[src/fp32_mul_defines.svh]
`ifndef FP32_MUL_DEFINES_SVH
`define FP32_MUL_DEFINES_SVH

// binary32 field layout
`define FP_EXP_W      8                 // biased exponent bits
`define FP_FRAC_W     23                // stored fraction bits, hidden bit not counted
`define FP_BIAS       127               // exponent bias
`define FP_EXP_MAX    255               // all-ones exponent, inf and nan

// iterative significand multiply, one multiplier bit per clock
`define FP_MUL_STEPS  24

// quiet nan returned for every invalid result, sign clear
`define FP_QNAN       32'h7FC0_0000

`endif
[src/fp32_mul_pkg.sv]
`include "fp32_mul_defines.svh"

package fp32_mul_pkg;

    typedef logic [`FP_EXP_W+`FP_FRAC_W:0] fp32_t;       // sign, exponent, fraction
    typedef logic [`FP_EXP_W-1:0]          exp_t;        // biased exponent field
    typedef logic [`FP_FRAC_W:0]           sig_t;        // 1.fraction
    typedef logic [2*`FP_FRAC_W+1:0]       sig_prod_t;   // full 24x24 product

    // two spare bits cover e_a + e_b - bias and both increments, sign included
    typedef logic signed [`FP_EXP_W+1:0]   exp_wide_t;

    typedef logic [$clog2(`FP_MUL_STEPS)-1:0] step_cnt_t;  // counts 0..24

    typedef enum logic [1:0] {
        ST_IDLE = 2'd0,                   // waiting for start
        ST_LOAD = 2'd1,                   // operands captured
        ST_MULT = 2'd2,                   // shift-add running
        ST_PACK = 2'd3                    // round and register result
    } mul_state_t;

endpackage

[src/fp32_mul.sv]
`timescale 1ns/1ps

module fp32_mul import fp32_mul_pkg::*; (
    input  logic  clk,
    input  logic  rst_n,
    input  fp32_t a_i,
    input  fp32_t b_i,
    input  logic  start_i,
    output logic  busy_o,
    output logic  done_o,
    output logic  nan_o,
    output logic  infinity_o,
    output logic  overflow_o,
    output logic  underflow_o,
    output fp32_t product_o
);

    logic      load;
    logic      mul_start;
    logic      mul_done;
    logic      pack;
    logic      sign_a;
    logic      sign_b;
    exp_t      exp_a;
    exp_t      exp_b;
    sig_t      sig_a;
    sig_t      sig_b;
    logic      zero_a;
    logic      zero_b;
    logic      inf_a;
    logic      inf_b;
    logic      nan_a;
    logic      nan_b;
    sig_prod_t sig_prod;

    fp32_mul_ctrl u_ctrl (
        .clk         (clk),
        .rst_n       (rst_n),
        .start_i     (start_i),
        .mul_done_i  (mul_done),
        .load_o      (load),
        .mul_start_o (mul_start),
        .pack_o      (pack),
        .busy_o      (busy_o),
        .done_o      (done_o)
    );

    fp32_operand_unpack u_unpack_a (
        .clk       (clk),
        .rst_n     (rst_n),
        .load_i    (load),
        .op_i      (a_i),
        .sign_o    (sign_a),
        .exp_o     (exp_a),
        .sig_o     (sig_a),
        .is_zero_o (zero_a),
        .is_inf_o  (inf_a),
        .is_nan_o  (nan_a)
    );

    fp32_operand_unpack u_unpack_b (
        .clk       (clk),
        .rst_n     (rst_n),
        .load_i    (load),
        .op_i      (b_i),
        .sign_o    (sign_b),
        .exp_o     (exp_b),
        .sig_o     (sig_b),
        .is_zero_o (zero_b),
        .is_inf_o  (inf_b),
        .is_nan_o  (nan_b)
    );

    fp32_sig_multiplier u_sig_mul (
        .clk     (clk),
        .rst_n   (rst_n),
        .start_i (mul_start),
        .sig_a_i (sig_a),
        .sig_b_i (sig_b),
        .prod_o  (sig_prod),
        .done_o  (mul_done)
    );

    fp32_round_pack u_round_pack (
        .clk         (clk),
        .rst_n       (rst_n),
        .pack_i      (pack),
        .sign_a_i    (sign_a),
        .exp_a_i     (exp_a),
        .is_zero_a_i (zero_a),
        .is_inf_a_i  (inf_a),
        .is_nan_a_i  (nan_a),
        .sign_b_i    (sign_b),
        .exp_b_i     (exp_b),
        .is_zero_b_i (zero_b),
        .is_inf_b_i  (inf_b),
        .is_nan_b_i  (nan_b),
        .prod_i      (sig_prod),
        .product_o   (product_o),
        .nan_o       (nan_o),
        .infinity_o  (infinity_o),
        .overflow_o  (overflow_o),
        .underflow_o (underflow_o)
    );

endmodule

[src/fp32_mul_ctrl.sv]
`timescale 1ns/1ps

module fp32_mul_ctrl import fp32_mul_pkg::*; (
    input  logic clk,
    input  logic rst_n,
    input  logic start_i,                 // sampled in ST_IDLE only
    input  logic mul_done_i,              // multiplier on its last step
    output logic load_o,                  // operand capture
    output logic mul_start_o,             // first cycle of ST_MULT
    output logic pack_o,                  // result capture
    output logic busy_o,
    output logic done_o                   // one cycle, outputs valid
);

    mul_state_t state_q;
    mul_state_t state_d;
    logic       mul_start_q;
    logic       done_q;

    // next state
    always_comb begin
        state_d = state_q;
        case (state_q)
            ST_IDLE: begin
                if (start_i) begin
                    state_d = ST_LOAD;
                end
            end
            ST_LOAD: begin
                state_d = ST_MULT;
            end
            ST_MULT: begin
                if (mul_done_i) begin
                    state_d = ST_PACK;    // last step completes on this edge
                end
            end
            ST_PACK: begin
                state_d = ST_IDLE;
            end
            default: begin
                state_d = ST_IDLE;
            end
        endcase
    end

    always_ff @(posedge clk or negedge rst_n) begin
        if (!rst_n) begin
            state_q     <= ST_IDLE;
            mul_start_q <= 1'b0;
            done_q      <= 1'b0;
        end else begin
            state_q     <= state_d;
            mul_start_q <= load_o;        // LOAD always moves to MULT, so entry pulse
            done_q      <= pack_o;        // lines up with registered product
        end
    end

    assign load_o      = (state_q == ST_LOAD);
    assign mul_start_o = mul_start_q;
    assign pack_o      = (state_q == ST_PACK);
    assign busy_o      = (state_q != ST_IDLE);   // start_i ignored while high
    assign done_o      = done_q;

endmodule

[src/fp32_round_pack.sv]
`timescale 1ns/1ps
`include "fp32_mul_defines.svh"

module fp32_round_pack import fp32_mul_pkg::*; (
    input  logic      clk,
    input  logic      rst_n,
    input  logic      pack_i,             // result register enable
    input  logic      sign_a_i,
    input  exp_t      exp_a_i,
    input  logic      is_zero_a_i,
    input  logic      is_inf_a_i,
    input  logic      is_nan_a_i,
    input  logic      sign_b_i,
    input  exp_t      exp_b_i,
    input  logic      is_zero_b_i,
    input  logic      is_inf_b_i,
    input  logic      is_nan_b_i,
    input  sig_prod_t prod_i,             // 1.xx * 1.xx, in [1,4)
    output fp32_t     product_o,
    output logic      nan_o,
    output logic      infinity_o,
    output logic      overflow_o,
    output logic      underflow_o
);

    localparam int        PROD_MSB  = 2 * `FP_FRAC_W + 1;   // bit 47
    localparam exp_wide_t BIAS      = exp_wide_t'(`FP_BIAS);
    localparam exp_wide_t EXP_LIMIT = exp_wide_t'(`FP_EXP_MAX);
    localparam exp_wide_t EXP_ZERO  = exp_wide_t'(0);
    localparam exp_wide_t EXP_ONE   = exp_wide_t'(1);

    logic                  sign_res;
    exp_wide_t             exp_sum;       // e_a + e_b - bias
    exp_wide_t             exp_norm;
    exp_wide_t             exp_rnd;
    logic [`FP_FRAC_W-1:0] frac_trunc;
    logic                  guard_bit;
    logic                  sticky_bit;
    logic                  round_up;
    logic [`FP_FRAC_W:0]   frac_rnd;      // msb is the rounding carry
    logic                  nan_case;
    logic                  inf_case;
    logic                  zero_case;
    logic                  ovf_case;
    logic                  unf_case;
    fp32_t                 result;
    logic                  nan_d;
    logic                  inf_d;
    logic                  ovf_d;
    logic                  unf_d;

    assign sign_res = sign_a_i ^ sign_b_i;
    assign exp_sum  = exp_wide_t'({2'b00, exp_a_i}) + exp_wide_t'({2'b00, exp_b_i}) - BIAS;

    // normalize, a product in [2,4) shifts right by one
    always_comb begin
        if (prod_i[PROD_MSB]) begin
            frac_trunc = prod_i[PROD_MSB-1 -: `FP_FRAC_W];
            guard_bit  = prod_i[PROD_MSB-1-`FP_FRAC_W];
            sticky_bit = |prod_i[PROD_MSB-2-`FP_FRAC_W:0];
            exp_norm   = exp_sum + EXP_ONE;
        end else begin
            frac_trunc = prod_i[PROD_MSB-2 -: `FP_FRAC_W];
            guard_bit  = prod_i[PROD_MSB-2-`FP_FRAC_W];
            sticky_bit = |prod_i[PROD_MSB-3-`FP_FRAC_W:0];
            exp_norm   = exp_sum;
        end
    end

    // nearest-even, a tie rounds up only when lsb is odd
    assign round_up = guard_bit & (sticky_bit | frac_trunc[0]);
    assign frac_rnd = {1'b0, frac_trunc} + {{`FP_FRAC_W{1'b0}}, round_up};
    // carry out means 1.111..1 became 10.000..0, fraction already zero
    assign exp_rnd  = exp_norm + exp_wide_t'({{(`FP_EXP_W+1){1'b0}}, frac_rnd[`FP_FRAC_W]});

    assign nan_case  = is_nan_a_i | is_nan_b_i | (is_inf_a_i & is_zero_b_i) |
                       (is_inf_b_i & is_zero_a_i);          // inf * 0 is invalid
    assign inf_case  = is_inf_a_i | is_inf_b_i;
    assign zero_case = is_zero_a_i | is_zero_b_i;
    assign ovf_case  = (exp_rnd >= EXP_LIMIT);              // signed compare
    assign unf_case  = (exp_rnd <= EXP_ZERO);               // no subnormal results

    // result select, first match wins
    always_comb begin
        result = {sign_res, exp_rnd[`FP_EXP_W-1:0], frac_rnd[`FP_FRAC_W-1:0]};
        nan_d  = 1'b0;
        inf_d  = 1'b0;
        ovf_d  = 1'b0;
        unf_d  = 1'b0;
        if (nan_case) begin
            result = `FP_QNAN;
            nan_d  = 1'b1;
        end else if (inf_case) begin
            result = {sign_res, {`FP_EXP_W{1'b1}}, {`FP_FRAC_W{1'b0}}};
            inf_d  = 1'b1;
        end else if (zero_case) begin
            result = {sign_res, {(`FP_EXP_W+`FP_FRAC_W){1'b0}}};   // exact, no flag
        end else if (ovf_case) begin
            result = {sign_res, {`FP_EXP_W{1'b1}}, {`FP_FRAC_W{1'b0}}};
            ovf_d  = 1'b1;
        end else if (unf_case) begin
            result = {sign_res, {(`FP_EXP_W+`FP_FRAC_W){1'b0}}};
            unf_d  = 1'b1;
        end
    end

    always_ff @(posedge clk or negedge rst_n) begin
        if (!rst_n) begin
            product_o   <= '0;
            nan_o       <= 1'b0;
            infinity_o  <= 1'b0;
            overflow_o  <= 1'b0;
            underflow_o <= 1'b0;
        end else if (pack_i) begin        // hold until next pack
            product_o   <= result;
            nan_o       <= nan_d;
            infinity_o  <= inf_d;
            overflow_o  <= ovf_d;
            underflow_o <= unf_d;
        end
    end

endmodule

[src/fp32_sig_multiplier.sv]
`timescale 1ns/1ps
`include "fp32_mul_defines.svh"

module fp32_sig_multiplier import fp32_mul_pkg::*; (
    input  logic      clk,
    input  logic      rst_n,
    input  logic      start_i,            // one-cycle strobe, also does step 1
    input  sig_t      sig_a_i,            // multiplicand
    input  sig_t      sig_b_i,            // multiplier
    output sig_prod_t prod_o,
    output logic      done_o              // high during the final step
);

    localparam step_cnt_t LAST_STEP = step_cnt_t'(`FP_MUL_STEPS - 1);
    localparam int        SIG_W     = `FP_FRAC_W + 1;

    sig_prod_t acc_q;                     // partial product
    sig_prod_t mcand_q;                   // multiplicand, shifts left each step
    sig_t      mplier_q;                  // multiplier, shifts right each step
    step_cnt_t step_q;                    // steps already done
    logic      run_q;

    sig_prod_t acc_src;
    sig_prod_t mcand_src;
    sig_t      mplier_src;
    sig_prod_t acc_next;

    // on start the step works straight off the inputs with a cleared accumulator,
    // so 24 edges of ST_MULT give 24 steps
    always_comb begin
        if (start_i) begin
            acc_src    = '0;
            mcand_src  = {{SIG_W{1'b0}}, sig_a_i};
            mplier_src = sig_b_i;
        end else begin
            acc_src    = acc_q;
            mcand_src  = mcand_q;
            mplier_src = mplier_q;
        end
    end

    assign acc_next = acc_src + (mplier_src[0] ? mcand_src : '0);  // add when lsb set

    always_ff @(posedge clk or negedge rst_n) begin
        if (!rst_n) begin
            run_q  <= 1'b0;
            step_q <= '0;
        end else if (start_i) begin
            run_q  <= 1'b1;
            step_q <= step_cnt_t'(1);     // first step taken on the start edge
        end else if (run_q) begin
            step_q <= step_q + step_cnt_t'(1);
            if (step_q == LAST_STEP) begin
                run_q <= 1'b0;            // final step on this edge
            end
        end
    end

    // datapath, only meaningful after a start
    always_ff @(posedge clk) begin
        if (start_i || run_q) begin
            acc_q    <= acc_next;
            mcand_q  <= mcand_src << 1;
            mplier_q <= mplier_src >> 1;
        end
    end

    assign prod_o = acc_q;                // held once run_q drops
    assign done_o = run_q && (step_q == LAST_STEP);  // product final after this edge

endmodule

[src/fp32_operand_unpack.sv]
`timescale 1ns/1ps
`include "fp32_mul_defines.svh"

module fp32_operand_unpack import fp32_mul_pkg::*; (
    input  logic  clk,
    input  logic  rst_n,
    input  logic  load_i,                 // capture strobe from ctrl
    input  fp32_t op_i,
    output logic  sign_o,
    output exp_t  exp_o,
    output sig_t  sig_o,                  // hidden bit always set
    output logic  is_zero_o,              // zero or subnormal
    output logic  is_inf_o,
    output logic  is_nan_o
);

    fp32_t                 op_q;          // operand held for the whole operation
    logic [`FP_FRAC_W-1:0] frac;
    logic                  exp_all_ones;

    always_ff @(posedge clk or negedge rst_n) begin
        if (!rst_n) begin
            op_q <= '0;
        end else if (load_i) begin
            op_q <= op_i;                 // top-level a_i/b_i only sampled here
        end
    end

    // field split
    assign sign_o = op_q[`FP_EXP_W+`FP_FRAC_W];
    assign exp_o  = op_q[`FP_FRAC_W +: `FP_EXP_W];
    assign frac   = op_q[`FP_FRAC_W-1:0];
    assign sig_o  = {1'b1, frac};         // meaningless for zero class, pack ignores it

    assign exp_all_ones = (exp_o == exp_t'(`FP_EXP_MAX));

    // classification, subnormals land in the zero class (flush)
    assign is_zero_o = (exp_o == '0);
    assign is_inf_o  = exp_all_ones & (frac == '0);
    assign is_nan_o  = exp_all_ones & (frac != '0);  // any payload, quiet or signalling

endmodule

[config.mk]
export PLATFORM = sky130hd
export DESIGN_NAME = fp32_mul
export DESIGN_NICKNAME = d
export VERILOG_FILES = /design/src/fp32_mul_pkg.sv /design/src/fp32_mul.sv /design/src/fp32_mul_ctrl.sv /design/src/fp32_round_pack.sv /design/src/fp32_sig_multiplier.sv /design/src/fp32_operand_unpack.sv
export VERILOG_INCLUDE_DIRS = /design/src
export SDC_FILE = /design/constraint.sdc
export NUM_CORES = 1
export LEC_CHECK = 0
export ABC_AREA = 1
export BUFFER_PORTS_ARGS = -buffer_cell sky130_fd_sc_hd__buf_2
export CAP_MARGIN = 10
export CORE_AREA = 2 2 193 195
export DETAILED_ROUTE_END_ITERATION = 6
export DIE_AREA = 0 0 195 197
export PLACE_DENSITY_LB_ADDON = 0.12
export SYNTH_ARGS = -nofsm -noshare
export SYNTH_HDL_FRONTEND = slang
export SYNTH_SLANG_ARGS = --single-unit
[constraint.sdc]
create_clock -name clk -period 12.2 [get_ports clk]
set_input_delay 2.44 -clock clk [delete_from_list [all_inputs] [get_ports clk]]
set_output_delay 2.44 -clock clk [all_outputs]
set_load 0.02 [all_outputs]
==> report_table.html <==
<table>
<tr><th>Metric</th><th>Value</th></tr>
<tr><th colspan="2">Outcome</th></tr>
<tr><td>Status</td><td>finished clean</td></tr>
<tr><th colspan="2">Floorplanning</th></tr>
<tr><td>DIE AREA</td><td>a little under 40000 um^2</td></tr>
<tr><td>Number of placement rows</td><td>70</td></tr>
<tr><td>Die H</td><td>between 150 and 200 um</td></tr>
<tr><td>Starting Density</td><td>39.7%</td></tr>
<tr><td># IOs</td><td>105</td></tr>
<tr><td>Std-Cell Core Area</td><td>36300 um^2</td></tr>
<tr><td>Horizontal extent of the die</td><td>slightly below 200 um</td></tr>
<tr><th colspan="2">Timing</th></tr>
<tr><td>Hold violation total from the final report</td><td>0</td></tr>
<tr><td>Number of pins exceeding their max-slew limit in the final report</td><td>0</td></tr>
<tr><td>Final critical-path required period</td><td>4.68 ns</td></tr>
<tr><td>Worst-case clock skew</td><td>~0.021 ns</td></tr>
<tr><td>Final critical-path setup slack</td><td>~7.5 ns</td></tr>
<tr><td>Tightest slew margin relative to the limit</td><td>around 30%</td></tr>
<tr><td>Transition at the pin with the smallest max-transition slack</td><td>1.06 ns</td></tr>
<tr><td>Unrepaired setup endpoints after global routing</td><td>no</td></tr>
<tr><td>Setup-violating endpoint count in the final report</td><td>0</td></tr>
<tr><td>Final sum of negative setup slack</td><td>0 ns</td></tr>
<tr><td>Period utilization</td><td>38.4%</td></tr>
<tr><td>Achievable clock frequency</td><td>214 MHz</td></tr>
<tr><th colspan="2">Route</th></tr>
<tr><td>Wirelength, routed</td><td>approximately 37000 um</td></tr>
<tr><td>Vias/cell</td><td>4.96</td></tr>
<tr><td>Mean routed wirelength per cell</td><td>around 15 um</td></tr>
<tr><td>Number of remaining DRC errors</td><td>0</td></tr>
<tr><td>First-pass iteration count of the detailed router</td><td>5</td></tr>
<tr><td>Number of vias in the routed layout</td><td>approximately 12000</td></tr>
<tr><td>Antenna Nets Post-Route</td><td>0</td></tr>
<tr><td>Number of design-rule violations left by the first detailed-router iteration</td><td>~730</td></tr>
<tr><th colspan="2">Clock tree</th></tr>
<tr><td>Clk_lat worst skew</td><td>between 0.5 and 0.6 ns</td></tr>
<tr><td>Clock tree from TritonCTS</td><td>yes</td></tr>
<tr><td>Root Buffer</td><td>sky130_fd_sc_hd__clkbuf_16</td></tr>
<tr><td>Clock Sinks</td><td>228</td></tr>
<tr><td>CTS clk-pin slew, worst paths</td><td>0.06 ns</td></tr>
<tr><td>Count of hold-fix buffers inserted at cts</td><td>0</td></tr>
<tr><td>Max H-tree Level</td><td>1</td></tr>
<tr><td>Cts repair resizes</td><td>0</td></tr>
<tr><td>Clock buffer depth</td><td>3</td></tr>
<tr><td># Post-CTS Setup Buffers</td><td>0</td></tr>
<tr><td>CTS buffer count</td><td>28</td></tr>
<tr><th colspan="2">Pwr</th></tr>
<tr><td>Net Switching</td><td>approximately 2.3 mW</td></tr>
<tr><td>Cell area power density</td><td>297 nW/um^2</td></tr>
<tr><td>Relative contribution of the clock network to total power</td><td>18.1%</td></tr>
<tr><td>Total leakage power</td><td>roughly 7.9 nW</td></tr>
<tr><td>Share of total power consumed by net switching</td><td>between 40% and 50%</td></tr>
<tr><td>Internal cell power</td><td>2.57 mW</td></tr>
<tr><td>Combinational cell fraction of total power</td><td>53.2%</td></tr>
<tr><td>Worst IR drop on VDD</td><td>108 uV</td></tr>
<tr><td>Share of total power in sequential cells</td><td>28.7%</td></tr>
<tr><th colspan="2">Synthesis</th></tr>
<tr><td>Async set or reset register ratio after synthesis</td><td>48.2%</td></tr>
<tr><td>Post-synthesis area per instance</td><td>approximately 7.8 um^2</td></tr>
<tr><td>Top flip-flop cell by instance count after synthesis</td><td>sky130_fd_sc_hd__edfxtp_1</td></tr>
<tr><td>Yosys cell types</td><td>48</td></tr>
<tr><td>Net Count, Synth</td><td>about 2000</td></tr>
<tr><td>Cell types occupying the most area after synthesis</td><td>sky130_fd_sc_hd__edfxtp_1 (25%), sky130_fd_sc_hd__dfrtp_1 (19%), sky130_fd_sc_hd__nand2_1 (10%)</td></tr>
<tr><td>Synthesized cell area</td><td>approximately 14000 um^2</td></tr>
<tr><td>Number of synthesized flops with an enable pin</td><td>118</td></tr>
<tr><td>Register bit total from synthesis</td><td>around 230</td></tr>
<tr><td>Cell type with the highest aggregate area in the netlist</td><td>sky130_fd_sc_hd__edfxtp_1</td></tr>
<tr><td>Syn Inst Count</td><td>1835</td></tr>
<tr><td>Register area share after synthesis</td><td>43.7%</td></tr>
<tr><td>Warnings, synthesis</td><td>0</td></tr>
<tr><td>Share of the synthesized area in the top cell type</td><td>24.6%</td></tr>
<tr><th colspan="2">Worst setup path</th></tr>
<tr><td>End of the worst register-to-register path</td><td>u_round_pack.product_o[22]</td></tr>
<tr><td>Most numerous cell on the critical path</td><td>sky130_fd_sc_hd__nand2_1</td></tr>
<tr><td>Launch point of the worst reg-to-reg path</td><td>u_sig_mul.prod_o[47]</td></tr>
<tr><td>Worst path slowest cell</td><td>sky130_fd_sc_hd__nor2_2</td></tr>
<tr><td>Data required time at the worst endpoint</td><td>12.68 ns</td></tr>
<tr><td>Worst reg2reg setup slack</td><td>about 7.5 ns</td></tr>
<tr><td>Largest stage delay on the critical path</td><td>0.47 ns</td></tr>
<tr><td>Arrival @ worst endpoint</td><td>5.16 ns</td></tr>
<tr><td>Kind of critical path</td><td>flop to flop</td></tr>
<tr><td>Kind of launch point of the worst setup path</td><td>flop</td></tr>
<tr><td>R2r worst-path depth</td><td>31</td></tr>
<tr><td>Worst Path Max Fanout</td><td>56</td></tr>
<tr><td>Critical Path Sink Type</td><td>flop</td></tr>
<tr><th colspan="2">Global routing</th></tr>
<tr><td>First-pass GRT wire length</td><td>around 60000 um</td></tr>
<tr><td>Number of antenna violations at the first check in global routing</td><td>0</td></tr>
<tr><td>Vias in the first global route</td><td>between 10000 and 15000</td></tr>
<tr><td>Global router's overall resource usage</td><td>roughly a fifth</td></tr>
<tr><td>Global route overflow</td><td>0</td></tr>
<tr><td>Pin count of the biggest net entering global routing</td><td>approximately 110</td></tr>
<tr><th colspan="2">Placement</th></tr>
<tr><td>Number of port buffers</td><td>104</td></tr>
<tr><td>HPWL after detailed placement</td><td>27400 um</td></tr>
<tr><td>DP Area</td><td>approximately 15000 um^2</td></tr>
<tr><td>Cells after DPL</td><td>roughly 2400</td></tr>
<tr><td>Weighted congestion at the end of routability-driven global placement</td><td>between 0.8 and 0.9</td></tr>
<tr><td>Setup slack after placement</td><td>7.52 ns</td></tr>
<tr><th colspan="2">Finish</th></tr>
<tr><td>Total inserted antenna cells</td><td>0</td></tr>
<tr><td>Post-route standard cell area excluding fillers</td><td>16300 um^2</td></tr>
<tr><td>Leading cell types in the layout, fill and taps excluded</td><td>sky130_fd_sc_hd__nand2_1 (397), sky130_fd_sc_hd__inv_1 (290), sky130_fd_sc_hd__nor2_1 (213)</td></tr>
<tr><td>Final standard cell count with taps included and fillers excluded</td><td>2416</td></tr>
<tr><td>Share of layout cells above drive strength 1</td><td>12.9%</td></tr>
<tr><td>Final cell utilization of the core</td><td>45.1%</td></tr>
<tr><td>Fill cell count</td><td>between 3000 and 4000</td></tr>
<tr><td>Most common cell after layout, fill and taps aside</td><td>sky130_fd_sc_hd__nand2_1</td></tr>
<tr><td>Number of nets in the layout</td><td>2061</td></tr>
<tr><td>Synth-to-Final Area Change</td><td>13.5%</td></tr>
<tr><th colspan="2">Min path</th></tr>
<tr><td>Class of the worst hold path</td><td>flop to flop</td></tr>
<tr><td>Hold Startpoint</td><td>u_round_pack.product_o[12]</td></tr>
<tr><td>Endpoint of the worst hold-timing path</td><td>u_round_pack.product_o[12]</td></tr>
<tr><td>Number of stages on the worst hold path</td><td>2</td></tr>
<tr><th colspan="2">Flow run</th></tr>
<tr><td>Maxcap violations</td><td>0</td></tr>
</table>
[flip-flops by register name, indices dropped and copies added, names as in the netlist, 2 cells and up]
register,flops
u_round_pack.product_o,32
u_unpack_b.op_q,32
u_ctrl.state_q,2
u_sig_mul.step_q,5
u_unpack_a.op_q,32
u_sig_mul.prod_o,48
u_sig_mul.mplier_q,23
u_sig_mul.mcand_q,47
[critical path: cells and delay by family, from the launching register on]
| kind | cells | cell delay [ns] |
|---|---|---|
| AO/OA/AOI/OAI | 2 | 0.29 |
| adder cells (fa/ha/maj) | 2 | 0.40 |
| buffers and inverters | 2 | 0.51 |
| flip-flops | 1 | 0.32 |
| AND/OR/NAND/NOR | 25 | 3.08 |
[cells in the mapped netlist (all sizes together) (3+ instances only)]
library cell / instances
nand2: 419
inv: 302
nor2: 237
o21ai: 167
edfxtp: 118
dfrtp: 110
a21oi: 81
ha: 66
nand3: 57
nor3: 39
clkbuf: 34
nand4: 34
xor2: 34
xnor2: 26
a31oi: 17
buf: 17
mux2: 16
o21a: 15
nor4: 13
o21bai: 4
o31ai: 4
and3: 3
clkinv: 3
nand3b: 3
o221ai: 3
[per-layer routing]
metal,global-route usage [%],routed length (um),vias up
met1,27.7,18300,5589
met5,0,0,-
met4,3.96,533,0
li1,-,-,6131
met2,31.0,16300,220
met3,2.48,1700,32
[area by class of cell]
cell class / instances / area, um^2 / share of cell area [%]
multi-input combinational: 1251 / 6730 / 41.2
clock inverter: 11 / 134 / 0.819
sequential: 228 / 6300 / 38.5
inverter: 305 / 1150 / 7.02
tap: 468 / 586 / 3.58
timing repair buffer: 112 / 583 / 3.57
clock buffer: 41 / 862 / 5.27
[logic make-up after synthesis]
group	after synthesis	share of synthesized area, %
compound gates	300	11.3
xor+xnor	60	3.65
fa+ha+maj	68	6.01
buf+inv	356	9.62
flops	228	43.7
mux	16	1.25
simple gates	807	24.4
[power groups by stage]
| stage | sequential (mW) | clock, mW | combinational [mW] |
|---|---|---|---|
| 6_report | 1.39 | 0.880 | 2.59 |
| 5_1_grt | 1.43 | 0.933 | 2.96 |
| 4_1_cts | 1.39 | 0.907 | 2.61 |
| 3_5_place_dp | 1.40 | 0 | 2.59 |
| 3_3_place_gp | 1.40 | 0 | 2.57 |
| 2_1_floorplan | 1.42 | 0 | 1.97 |
[per-stage QoR]
step / power [mW] / hold WS, ns
final: 4.86 / 0.476
after global routing: 5.33 / 0.511
after CTS: 4.91 / 0.483
after detailed placement: 3.99 / 0.461
after global placement: 3.97 / 0.466
after floorplan: 3.38 / 0.423
[worst max path at each step]
stage / cells past startpoint / start / end / slack [ns]
after floorplan: 5 / u_ctrl.mul_start_o / u_sig_mul.mcand_q[10] / 8.01
final: 31 / u_sig_mul.prod_o[47] / u_round_pack.product_o[22] / 7.52
after global placement: 31 / u_sig_mul.prod_o[47] / u_round_pack.product_o[22] / 7.69
after CTS: 31 / u_sig_mul.prod_o[47] / u_round_pack.product_o[22] / 7.50
after global routing: 31 / u_sig_mul.prod_o[47] / u_round_pack.product_o[22] / 6.94
after detailed placement: 31 / u_sig_mul.prod_o[47] / u_round_pack.product_o[22] / 7.52
No activity file was read; power rests on OpenSTA's default activity.
